==> config.mk <==
export PLATFORM = sky130hd
export DESIGN_NAME = displayListTranslate
export DESIGN_NICKNAME = d
export VERILOG_FILES = /design/src/verilog/anticPkg.sv /design/src/verilog/anticIf.sv /design/src/verilog/displayListTranslate.sv /design/src/verilog/instrDecoder.sv /design/src/verilog/modeLineEngine.sv /design/src/verilog/operandFetch.sv
export VERILOG_INCLUDE_DIRS = /design/src /design/src/include
export SDC_FILE = /design/constraint.sdc
export NUM_CORES = 1
export LEC_CHECK = 0
export ABC_AREA = 1
export BUFFER_PORTS_ARGS = -buffer_cell sky130_fd_sc_hd__buf_2
export CAP_MARGIN = 25
export CORE_UTILIZATION = 50
export DETAILED_ROUTE_END_ITERATION = 16
export GPL_TIMING_DRIVEN = 0
export PLACE_DENSITY = 0.83
export SETUP_SLACK_MARGIN = 0.1
export SKIP_LAST_GASP = 1
export SYNTH_ARGS = -nofsm -noshare
export SYNTH_HDL_FRONTEND = slang
export SYNTH_SLANG_ARGS = --single-unit
==> constraint.sdc <==
create_clock -name Fphi0 -period 3.6 [get_ports Fphi0]
set_input_delay 0.54 -clock Fphi0 [delete_from_list [all_inputs] [get_ports Fphi0]]
set_output_delay 0.54 -clock Fphi0 [all_outputs]
set_load 0.01 [all_outputs]
==> src/include/antic_settings.svh <==
/* Widths and line geometry shared by the display-list translator.
   Byte counts only cover the three playfield widths of DMACTL[1:0] */
`ifndef ANTIC_SETTINGS_SVH
`define ANTIC_SETTINGS_SVH

// Display-list and data bytes
`define IR_WIDTH 8
`define BYTE_COUNT_WIDTH 7

// TV geometry for blank mode lines
`define PIXELS_PER_LINE 320
`define SCAN_LINES_PER_BLANK 8
`define BLANK_COUNT_WIDTH 15

// One 8x8 character bitmap
`define CHAR_BITS 64

// Bytes per mode line for narrow, standard and wide playfields
`define NARROW_BYTES 32
`define STANDARD_BYTES 40
`define WIDE_BYTES 48

`endif

==> src/verilog/anticPkg.sv <==
/* Types shared by the display-list translator.
   Only the pixel codes used by modes 0, 2 and 14 are named */
package anticPkg;

  // Pixel code sent to the colour chip each clock
  typedef enum logic [3:0] {
    NONE = 4'b1000,
    BG   = 4'b0000,
    PF0  = 4'b0100,
    PF1  = 4'b0101,
    PF2  = 4'b0110
  } anCode_t;

  // Low nibble of a display-list instruction
  // Other values are legal and are treated as no-ops
  typedef enum logic [3:0] {
    BLANK = 4'd0,
    JUMP  = 4'd1,
    CHAR2 = 4'd2,
    MAP14 = 4'd14
  } mode_t;

  // What the two bytes after an instruction are used for
  typedef enum logic {
    JUMP_OPERAND,
    LMS_OPERAND
  } operandKind_t;

endpackage

==> src/verilog/anticIf.sv <==
/* Buses between the instruction decoder, the operand fetcher and the line engine.
   All strobes on these buses are single-cycle pulses */
`include "antic_settings.svh"

interface operandIf;
  logic start;
  anticPkg::operandKind_t kind;
  logic byteRequest;
  logic byteReady;
  // Instruction byte that owns the operand, held by the decoder
  logic [`IR_WIDTH-1:0] operandByte;
  logic done;

  modport decoder (output start, kind, byteReady, operandByte, input byteRequest, done);
  modport fetcher (input start, kind, byteReady, output byteRequest, done);
endinterface

interface lineIf;
  logic start;
  anticPkg::mode_t mode;
  logic [`BYTE_COUNT_WIDTH-1:0] byteCount;
  logic done;

  modport decoder (output start, mode, byteCount, input done);
  modport engine (input start, mode, byteCount, output done);
endinterface

==> src/verilog/displayListTranslate.sv <==
/* Display-list translator for modes 0, 1, 2 and 14; no DLI and no vblank handling.
   The environment must answer every loadIR, loadMSRdata and loadChar request */
`include "antic_settings.svh"

module displayListTranslate (
  input  logic                     Fphi0,
  input  logic                     rst,
  input  logic [`IR_WIDTH-1:0]     IR,
  input  logic                     IRrdy,
  input  logic [7:0]               DMACTL,
  input  logic                     MSRdataRdy,
  input  logic [`IR_WIDTH-1:0]     MSRdata,
  input  logic [`CHAR_BITS-1:0]    charData,
  input  logic                     charLoaded,
  output anticPkg::anCode_t        AN,
  output logic                     idle,
  output logic                     loadIR,
  output logic                     loadPtr,
  output logic                     loadDLISTL,
  output logic                     loadDLISTH,
  output logic                     loadDLIST,
  output logic                     writeDLIST,
  output logic                     DLISTend,
  output logic                     loadMSRL,
  output logic                     loadMSRH,
  output logic                     loadMSRdata,
  output logic                     incrMSR,
  output logic                     loadChar
);

  operandIf operandBus ();
  lineIf lineBus ();

  anticPkg::anCode_t blankCode;
  anticPkg::anCode_t pixelCode;
  logic jvb;

  // Bit 6 of a jump instruction selects jump-and-wait-for-vblank
  assign jvb = operandBus.operandByte[6];

  // The decoder and the engine never emit codes in the same cycle
  assign AN = (blankCode != anticPkg::NONE) ? blankCode : pixelCode;

  instrDecoder decoder (
    .Fphi0(Fphi0), .rst(rst), .IR(IR), .IRrdy(IRrdy), .DMACTL(DMACTL),
    .operand(operandBus.decoder), .line(lineBus.decoder),
    .idle(idle), .loadIR(loadIR), .blankCode(blankCode)
  );

  operandFetch fetcher (
    .Fphi0(Fphi0), .rst(rst), .operand(operandBus.fetcher), .jvb(jvb),
    .loadPtr(loadPtr), .loadDLISTL(loadDLISTL), .loadDLISTH(loadDLISTH),
    .loadDLIST(loadDLIST), .writeDLIST(writeDLIST), .DLISTend(DLISTend),
    .loadMSRL(loadMSRL), .loadMSRH(loadMSRH)
  );

  modeLineEngine engine (
    .Fphi0(Fphi0), .rst(rst), .MSRdataRdy(MSRdataRdy), .MSRdata(MSRdata),
    .charData(charData), .charLoaded(charLoaded), .line(lineBus.engine),
    .loadMSRdata(loadMSRdata), .incrMSR(incrMSR), .loadChar(loadChar),
    .pixelCode(pixelCode)
  );

endmodule

==> src/verilog/instrDecoder.sv <==
/* Instruction capture and dispatch; runs blank lines itself.
   Modes other than 0, 1, 2 and 14 end at once with the next loadIR */
`include "antic_settings.svh"

module instrDecoder (
  input  logic                   Fphi0,
  input  logic                   rst,
  input  logic [`IR_WIDTH-1:0]   IR,
  input  logic                   IRrdy,
  input  logic [7:0]             DMACTL,
  operandIf.decoder              operand,
  lineIf.decoder                 line,
  output logic                   idle,
  output logic                   loadIR,
  output anticPkg::anCode_t      blankCode
);

  typedef enum logic [2:0] {S_IDLE, S_DISPATCH, S_BLANK, S_FETCH, S_LINE} decState_t;

  decState_t state;
  logic [`IR_WIDTH-1:0] instr;
  anticPkg::mode_t instrMode;
  logic isDisplay;
  logic [`BLANK_COUNT_WIDTH-1:0] blankCount;
  logic [`BLANK_COUNT_WIDTH-1:0] blankTotal;
  logic [`BYTE_COUNT_WIDTH-1:0] widthBytes;
  logic [`BYTE_COUNT_WIDTH-1:0] lineBytes;
  anticPkg::mode_t lineMode;
  logic loadIRq;
  logic lineStart;

  assign instrMode = anticPkg::mode_t'(instr[3:0]);
  assign isDisplay = (instrMode == anticPkg::CHAR2) || (instrMode == anticPkg::MAP14);
  assign idle = (state == S_IDLE);

  // Codes in n+1 blank mode lines, less the one sent on dispatch
  assign blankTotal = `BLANK_COUNT_WIDTH'((instr[6:4] + 1) * `SCAN_LINES_PER_BLANK
                                          * `PIXELS_PER_LINE - 1);

  always_comb begin
    case (DMACTL[1:0])
      2'd1: widthBytes = `BYTE_COUNT_WIDTH'(`NARROW_BYTES);
      2'd2: widthBytes = `BYTE_COUNT_WIDTH'(`STANDARD_BYTES);
      2'd3: widthBytes = `BYTE_COUNT_WIDTH'(`WIDE_BYTES);
      default: widthBytes = '0;
    endcase
  end

  // Jumps always fetch two bytes, display modes only with LMS in bit 6
  assign operand.start = (state == S_DISPATCH) &&
                         ((instrMode == anticPkg::JUMP) || (isDisplay && instr[6]));
  assign operand.kind = (instrMode == anticPkg::JUMP) ? anticPkg::JUMP_OPERAND
                                                      : anticPkg::LMS_OPERAND;
  assign operand.byteReady = IRrdy && !idle;
  assign operand.operandByte = instr;

  assign line.start = lineStart;
  assign line.mode = lineMode;
  assign line.byteCount = lineBytes;

  assign loadIR = loadIRq || operand.byteRequest;

  always_ff @(posedge Fphi0 or posedge rst) begin
    if (rst) begin
      state <= S_IDLE;
      loadIRq <= 1'b0;
      lineStart <= 1'b0;
      blankCount <= '0;
      blankCode <= anticPkg::NONE;
    end else begin
      loadIRq <= 1'b0;
      lineStart <= 1'b0;
      case (state)
        S_IDLE: begin
          if (IRrdy)
            state <= S_DISPATCH;
        end
        S_DISPATCH: begin
          case (instrMode)
            anticPkg::BLANK: begin
              blankCount <= blankTotal;
              blankCode <= anticPkg::BG;
              state <= S_BLANK;
            end
            anticPkg::JUMP: state <= S_FETCH;
            anticPkg::CHAR2, anticPkg::MAP14: begin
              if (instr[6]) begin
                state <= S_FETCH;
              end else begin
                lineStart <= 1'b1;
                state <= S_LINE;
              end
            end
            default: begin
              loadIRq <= 1'b1;
              state <= S_IDLE;
            end
          endcase
        end
        S_BLANK: begin
          if (blankCount == '0) begin
            blankCode <= anticPkg::NONE;
            loadIRq <= 1'b1;
            state <= S_IDLE;
          end else begin
            blankCount <= blankCount - 1'b1;
          end
        end
        S_FETCH: begin
          if (operand.done) begin
            // After LMS the mode line itself still has to run
            if (instrMode == anticPkg::JUMP) begin
              loadIRq <= 1'b1;
              state <= S_IDLE;
            end else begin
              lineStart <= 1'b1;
              state <= S_LINE;
            end
          end
        end
        S_LINE: begin
          if (line.done) begin
            loadIRq <= 1'b1;
            state <= S_IDLE;
          end
        end
        default: state <= S_IDLE;
      endcase
    end
  end

  always_ff @(posedge Fphi0) begin
    if (idle && IRrdy)
      instr <= IR;
    // Playfield width is sampled once per mode line
    if (state == S_DISPATCH) begin
      lineMode <= instrMode;
      lineBytes <= widthBytes;
    end
  end

endmodule

==> src/verilog/modeLineEngine.sv <==
/* Per-byte fetch and pixel codes for one mode line of mode 2 or mode 14.
   Mode 2 gives 64 codes per character, mode 14 gives 4 codes per data byte */
`include "antic_settings.svh"

module modeLineEngine (
  input  logic                    Fphi0,
  input  logic                    rst,
  input  logic                    MSRdataRdy,
  input  logic [`IR_WIDTH-1:0]    MSRdata,
  input  logic [`CHAR_BITS-1:0]   charData,
  input  logic                    charLoaded,
  lineIf.engine                   line,
  output logic                    loadMSRdata,
  output logic                    incrMSR,
  output logic                    loadChar,
  output anticPkg::anCode_t       pixelCode
);

  localparam int PixelWidth = $clog2(`CHAR_BITS);
  // Two bits per pixel in the map mode
  localparam int MapPixels = `IR_WIDTH / 2;

  typedef enum logic [1:0] {E_IDLE, E_DATA, E_CHAR, E_EMIT} engineState_t;

  engineState_t state;
  anticPkg::mode_t modeQ;
  logic [`BYTE_COUNT_WIDTH-1:0] bytesLeft;
  logic [PixelWidth-1:0] pixel;
  logic [PixelWidth-1:0] lastPixel;
  logic [`IR_WIDTH-1:0] dataByte;
  logic [`CHAR_BITS-1:0] bitmap;
  logic [1:0] colourSel;
  logic fetchQ;
  logic loadCharQ;
  logic doneQ;

  assign loadMSRdata = fetchQ;
  assign incrMSR = fetchQ;
  assign loadChar = loadCharQ;
  assign line.done = doneQ;

  assign lastPixel = (modeQ == anticPkg::CHAR2) ? PixelWidth'(`CHAR_BITS - 1)
                                                : PixelWidth'(MapPixels - 1);

  // Pixel k uses bits 2k and 2k+1, with bit 2k as the high bit
  assign colourSel = {dataByte[{pixel[1:0], 1'b0}], dataByte[{pixel[1:0], 1'b1}]};

  always_comb begin
    pixelCode = anticPkg::NONE;
    if (state == E_EMIT) begin
      if (modeQ == anticPkg::CHAR2) begin
        // Set bits are the text colour, clear bits its background
        pixelCode = bitmap[pixel] ? anticPkg::PF1 : anticPkg::PF2;
      end else begin
        case (colourSel)
          2'd0: pixelCode = anticPkg::BG;
          2'd1: pixelCode = anticPkg::PF0;
          2'd2: pixelCode = anticPkg::PF1;
          default: pixelCode = anticPkg::PF2;
        endcase
      end
    end
  end

  always_ff @(posedge Fphi0 or posedge rst) begin
    if (rst) begin
      state <= E_IDLE;
      modeQ <= anticPkg::BLANK;
      bytesLeft <= '0;
      pixel <= '0;
      fetchQ <= 1'b0;
      loadCharQ <= 1'b0;
      doneQ <= 1'b0;
    end else begin
      fetchQ <= 1'b0;
      loadCharQ <= 1'b0;
      doneQ <= 1'b0;
      case (state)
        E_IDLE: begin
          if (line.start) begin
            modeQ <= line.mode;
            bytesLeft <= line.byteCount;
            // A zero-width playfield fetches nothing
            if (line.byteCount == '0) begin
              doneQ <= 1'b1;
            end else begin
              fetchQ <= 1'b1;
              state <= E_DATA;
            end
          end
        end
        E_DATA: begin
          if (MSRdataRdy) begin
            pixel <= '0;
            if (modeQ == anticPkg::CHAR2) begin
              loadCharQ <= 1'b1;
              state <= E_CHAR;
            end else begin
              state <= E_EMIT;
            end
          end
        end
        E_CHAR: begin
          if (charLoaded)
            state <= E_EMIT;
        end
        E_EMIT: begin
          if (pixel == lastPixel) begin
            bytesLeft <= bytesLeft - 1'b1;
            if (bytesLeft == `BYTE_COUNT_WIDTH'(1)) begin
              doneQ <= 1'b1;
              state <= E_IDLE;
            end else begin
              fetchQ <= 1'b1;
              state <= E_DATA;
            end
          end else begin
            pixel <= pixel + 1'b1;
          end
        end
        default: state <= E_IDLE;
      endcase
    end
  end

  // Data byte and bitmap are held for the whole run of codes they produce
  always_ff @(posedge Fphi0) begin
    if (state == E_DATA && MSRdataRdy)
      dataByte <= MSRdata;
    if (state == E_CHAR && charLoaded)
      bitmap <= charData;
  end

endmodule

==> src/verilog/operandFetch.sv <==
/* Two-byte operand fetch for jump and LMS instructions.
   Each step follows the byteReady that answers the previous request by one cycle */

module operandFetch (
  input  logic       Fphi0,
  input  logic       rst,
  operandIf.fetcher  operand,
  input  logic       jvb,
  output logic       loadPtr,
  output logic       loadDLISTL,
  output logic       loadDLISTH,
  output logic       loadDLIST,
  output logic       writeDLIST,
  output logic       DLISTend,
  output logic       loadMSRL,
  output logic       loadMSRH
);

  typedef enum logic [1:0] {F_IDLE, F_LOW, F_HIGH, F_EXEC} fetchState_t;

  fetchState_t state;
  anticPkg::operandKind_t kindQ;
  logic isJump;
  logic byteRequestQ;
  logic doneQ;

  assign isJump = (kindQ == anticPkg::JUMP_OPERAND);
  assign operand.byteRequest = byteRequestQ;
  assign operand.done = doneQ;

  always_ff @(posedge Fphi0 or posedge rst) begin
    if (rst) begin
      state <= F_IDLE;
      kindQ <= anticPkg::JUMP_OPERAND;
      byteRequestQ <= 1'b0;
      doneQ <= 1'b0;
      loadPtr <= 1'b0;
      loadDLISTL <= 1'b0;
      loadDLISTH <= 1'b0;
      loadDLIST <= 1'b0;
      writeDLIST <= 1'b0;
      DLISTend <= 1'b0;
      loadMSRL <= 1'b0;
      loadMSRH <= 1'b0;
    end else begin
      // Everything except loadPtr is a single-cycle strobe
      byteRequestQ <= 1'b0;
      doneQ <= 1'b0;
      loadDLISTL <= 1'b0;
      loadDLISTH <= 1'b0;
      loadDLIST <= 1'b0;
      writeDLIST <= 1'b0;
      DLISTend <= 1'b0;
      loadMSRL <= 1'b0;
      loadMSRH <= 1'b0;
      case (state)
        F_IDLE: begin
          if (operand.start) begin
            kindQ <= operand.kind;
            byteRequestQ <= 1'b1;
            state <= F_LOW;
          end
        end
        F_LOW: begin
          if (operand.byteReady) begin
            // The high byte is requested as soon as the low byte is taken
            byteRequestQ <= 1'b1;
            loadDLISTL <= isJump;
            loadPtr <= isJump;
            loadMSRL <= !isJump;
            state <= F_HIGH;
          end
        end
        F_HIGH: begin
          if (operand.byteReady) begin
            if (isJump) begin
              loadDLISTH <= 1'b1;
              writeDLIST <= 1'b1;
              state <= F_EXEC;
            end else begin
              loadMSRH <= 1'b1;
              doneQ <= 1'b1;
              state <= F_IDLE;
            end
          end
        end
        F_EXEC: begin
          // Pointer now loads from the new address
          loadPtr <= 1'b0;
          loadDLIST <= 1'b1;
          DLISTend <= jvb;
          doneQ <= 1'b1;
          state <= F_IDLE;
        end
        default: state <= F_IDLE;
      endcase
    end
  end

endmodule
==> impl_metrics.ini <==
[run]
cap_violations = 0

[final_layout]
layout.nets = 928
drive_gt1_share_pct = 22.7
n_fill_cell = 1006
final-instance-count-excl-fill = 1013
final_core_util_pct = 61.9
syn_to_final_growth_pct = 21.4
final_area_sq_um = 8170
seqCellArea_sq_um = 3960
multi_input_area_sq_um = 2310

[clock_network]
hold_buffers = 0
postCtsSetupRepairBufs = 0
cts_resized = 0
insertion_delay_ns = 0.42
clk_path_buf_depth = 2
cts_root_buf = clkbuf_16
numClockSinks = 141
cts.clk_slew.worst_paths_ns = 0.06
cts_tree = yes
cts_buffers = 17
htreeDepth = 4

[sta]
holdWs_ns = 0.198
setup_viol = 0
worstMarginPinSlew_ns = 0.666
timing.final.crit_share_pct = 78.3
finalClockSkew_ns = 0.00658
worst_slack_ns = 0.780
max_freq_ghz = 0.355
fin_crit_ns = 2.82
setup_tns_ns = 0
hold_viol = 0
rsz0062_at_grt = false
final_max_slew_viol_count = 0
slew_headroom_pct = 55.4

[logic_synthesis]
synth_top_area_cell = edfxtp_1
ys_dominant_reg_cell = edfxtp_1
synth_nets = 805
yosysTopAreaCellShare_pct = 38.4
synth_seq_area_share_pct = 58.8
synth_common_cells = 190 x nand2_1, 86 x edfxtp_1, 80 x inv_1, 60 x nor2_1, 54 x dfrtp_1
yosysWarnings = 0
synth.distinct_cells = 48
syn_area_per_cell_sq_um = 9.64
synthArstFlopShare_pct = 39.0
synth_cells = 698
synth.area.top_cells = edfxtp_1 38%, dfrtp_1 20%, nand2_1 11%, inv_1 4.5%, nand3_1 3.9%
synth.ff_latch_count = 141
syn_area_sq_um = 6730
synth_enable_flop_cells = 86
synth_most_common_cell = nand2_1

[route]
drcViolationCount = 0
detail_route.wl_per_cell_um = 15.0
via_count = 5300
routed_wl_um = 15200
antenna_left = 0
viasPerCell = 5.23
dr.pass1.iters = 5
drtIter0Drc = 454

[die]
coreArea_sq_um = 13200
start_util_pct = 51.0
std_cell_rows = 42
die_h_um = 118
die_width_um = 118
dieArea_sq_um = 13900
pin_count = 110

[global_route]
grt_pass1_vias = 5270
grt.overflow.total = 0
grt_pass1_wl_um = 24600
antenna_found_initial = 3
grt_use_total_pct = 23.0
grt_max_degree = 39

[worst_hold_path]
hp-class = primary input to async pin

[pwr]
peakVddDrop_v = 0.000460
leakage_nw = 3.77
p_per_area_nw_per_um2 = 793
p_total_mw = 6.48

[place]
hpwl_um = 10700
place_ws_ns = 1.04
post-place-cells = 978
port_buffers = 102
gpl.final_weighted_congestion = 0.877
dpl-instance-area_sq_um = 7500

[critical_path]
reg2reg_depth = 10
critPathArrivalTime_ns = 2.28
crit_path_end = AN[1]
start_kind = flip-flop
r2r_slack_ns = 1.03
endpoint_kind = primary output
critPathKind = flip-flop to primary output
path_max_fanout = 10
cp-startpoint = engine.pixel[1]$_DFFE_PP0P_
r2r_start = decoder.operand.operandByte[4]$_DFFE_PP_
crit_required_ns = 3.06
reg2reg_to = decoder.blankCount[13]$_DFFE_PP0P_

[outcome]
status = finished clean
layout make-up:
| class | count | share of cell area [%] |
|---|---|---|
| multi-input cells | 449 | 28.3 |
| repair buffers | 104 | 6.74 |
| diodes | 3 | 0.0919 |
| clock buffers | 22 | 5.80 |
| plain buffers | 18 | 1.39 |
| well taps | 176 | 2.70 |
| inverters | 90 | 4.20 |
| flip-flops and latches | 141 | 48.5 |
| clock inverters | 10 | 2.28 |
logic make-up (layout without fill, tap and decap cells):
| kind of cell | count (synthesis) | after routing | synth area share, % |
|---|---|---|---|
| flops | 141 | 141 | 58.8 |
| compound gates | 80 | 80 | 7.42 |
| mux | 3 | 3 | 0.446 |
| simple gates | 335 | 335 | 21.6 |
| other cells | 0 | 3 | 0 |
| buf+inv | 108 | 244 | 6.79 |
| xor+xnor | 17 | 17 | 2.21 |
| fa+ha+maj | 14 | 14 | 2.71 |
metal layers:
| metal | vias to the layer above | GRT usage, % | share of wire, % |
|---|---|---|---|
| li1 | 2552 | - | - |
| met4 | 0 | 12.4 | 2.9 |
| met1 | 2522 | 27.9 | 41 |
| met5 | - | 0 | 0 |
| met3 | 36 | 5.91 | 6.7 |
| met2 | 190 | 37.5 | 49 |
power breakdown:
part	internal, mW	leakage (nW)	switching, mW	total (mW)
registers	2.17	1.49	0.246	2.42
logic	0.743	1.96	1.38	2.12
clock network	1.28	0.313	0.654	1.94
how the worst min path moves through the flow:
stage | to | slack [ns] | cells after the start
floorplan | engine.modeQ[0]$_DFFE_PP0P_ | 0.42 | 2
global placement | engine.modeQ[2]$_DFFE_PP0P_ | 0.42 | 2
detailed placement | engine.modeQ[2]$_DFFE_PP0P_ | 0.43 | 2
CTS | decoder.blankCount[4]$_DFFE_PP0P_ | 0.21 | 2
global route | decoder.blankCount[4]$_DFFE_PP0P_ | 0.26 | 2
finish | decoder.blankCount[4]$_DFFE_PP0P_ | 0.20 | 2
registers in the layout, summed over array words and instances (netlist names), 2 cells and up:
name / count
decoder.operand.operandByte: 7
decoder.line.mode: 4
engine.state: 2
engine.bitmap: 64
engine.pixel: 6
decoder.blankCount: 15
decoder.state: 3
decoder.line.byteCount: 3
engine.modeQ: 4
engine.bytesLeft: 7
fetcher.state: 2
engine.dataByte: 8
worst max-delay path, cell delays in order (launching register included):
cell and delay (ns):
dfrtp_1 0.44, inv_2 0.20, buf_2 0.29, o21ai_0 0.13
o22ai_1 0.21, nor2_1 0.11, a211o_1 0.23, a21oi_1 0.10
buf_2 0.15
cells in the final DEF (no fill, tap or decap), drive strengths merged, types with 6 or more instances in the layout:
cell type / count
nand2: 196
buf: 121
inv: 90
edfxtp: 86
nor2: 64
dfrtp: 54
nand3: 54
o21ai: 38
clkbuf: 23
a21oi: 18
xor2: 14
ha: 13
nor3: 10
o211ai: 6
(Power assumes the default switching activity.)
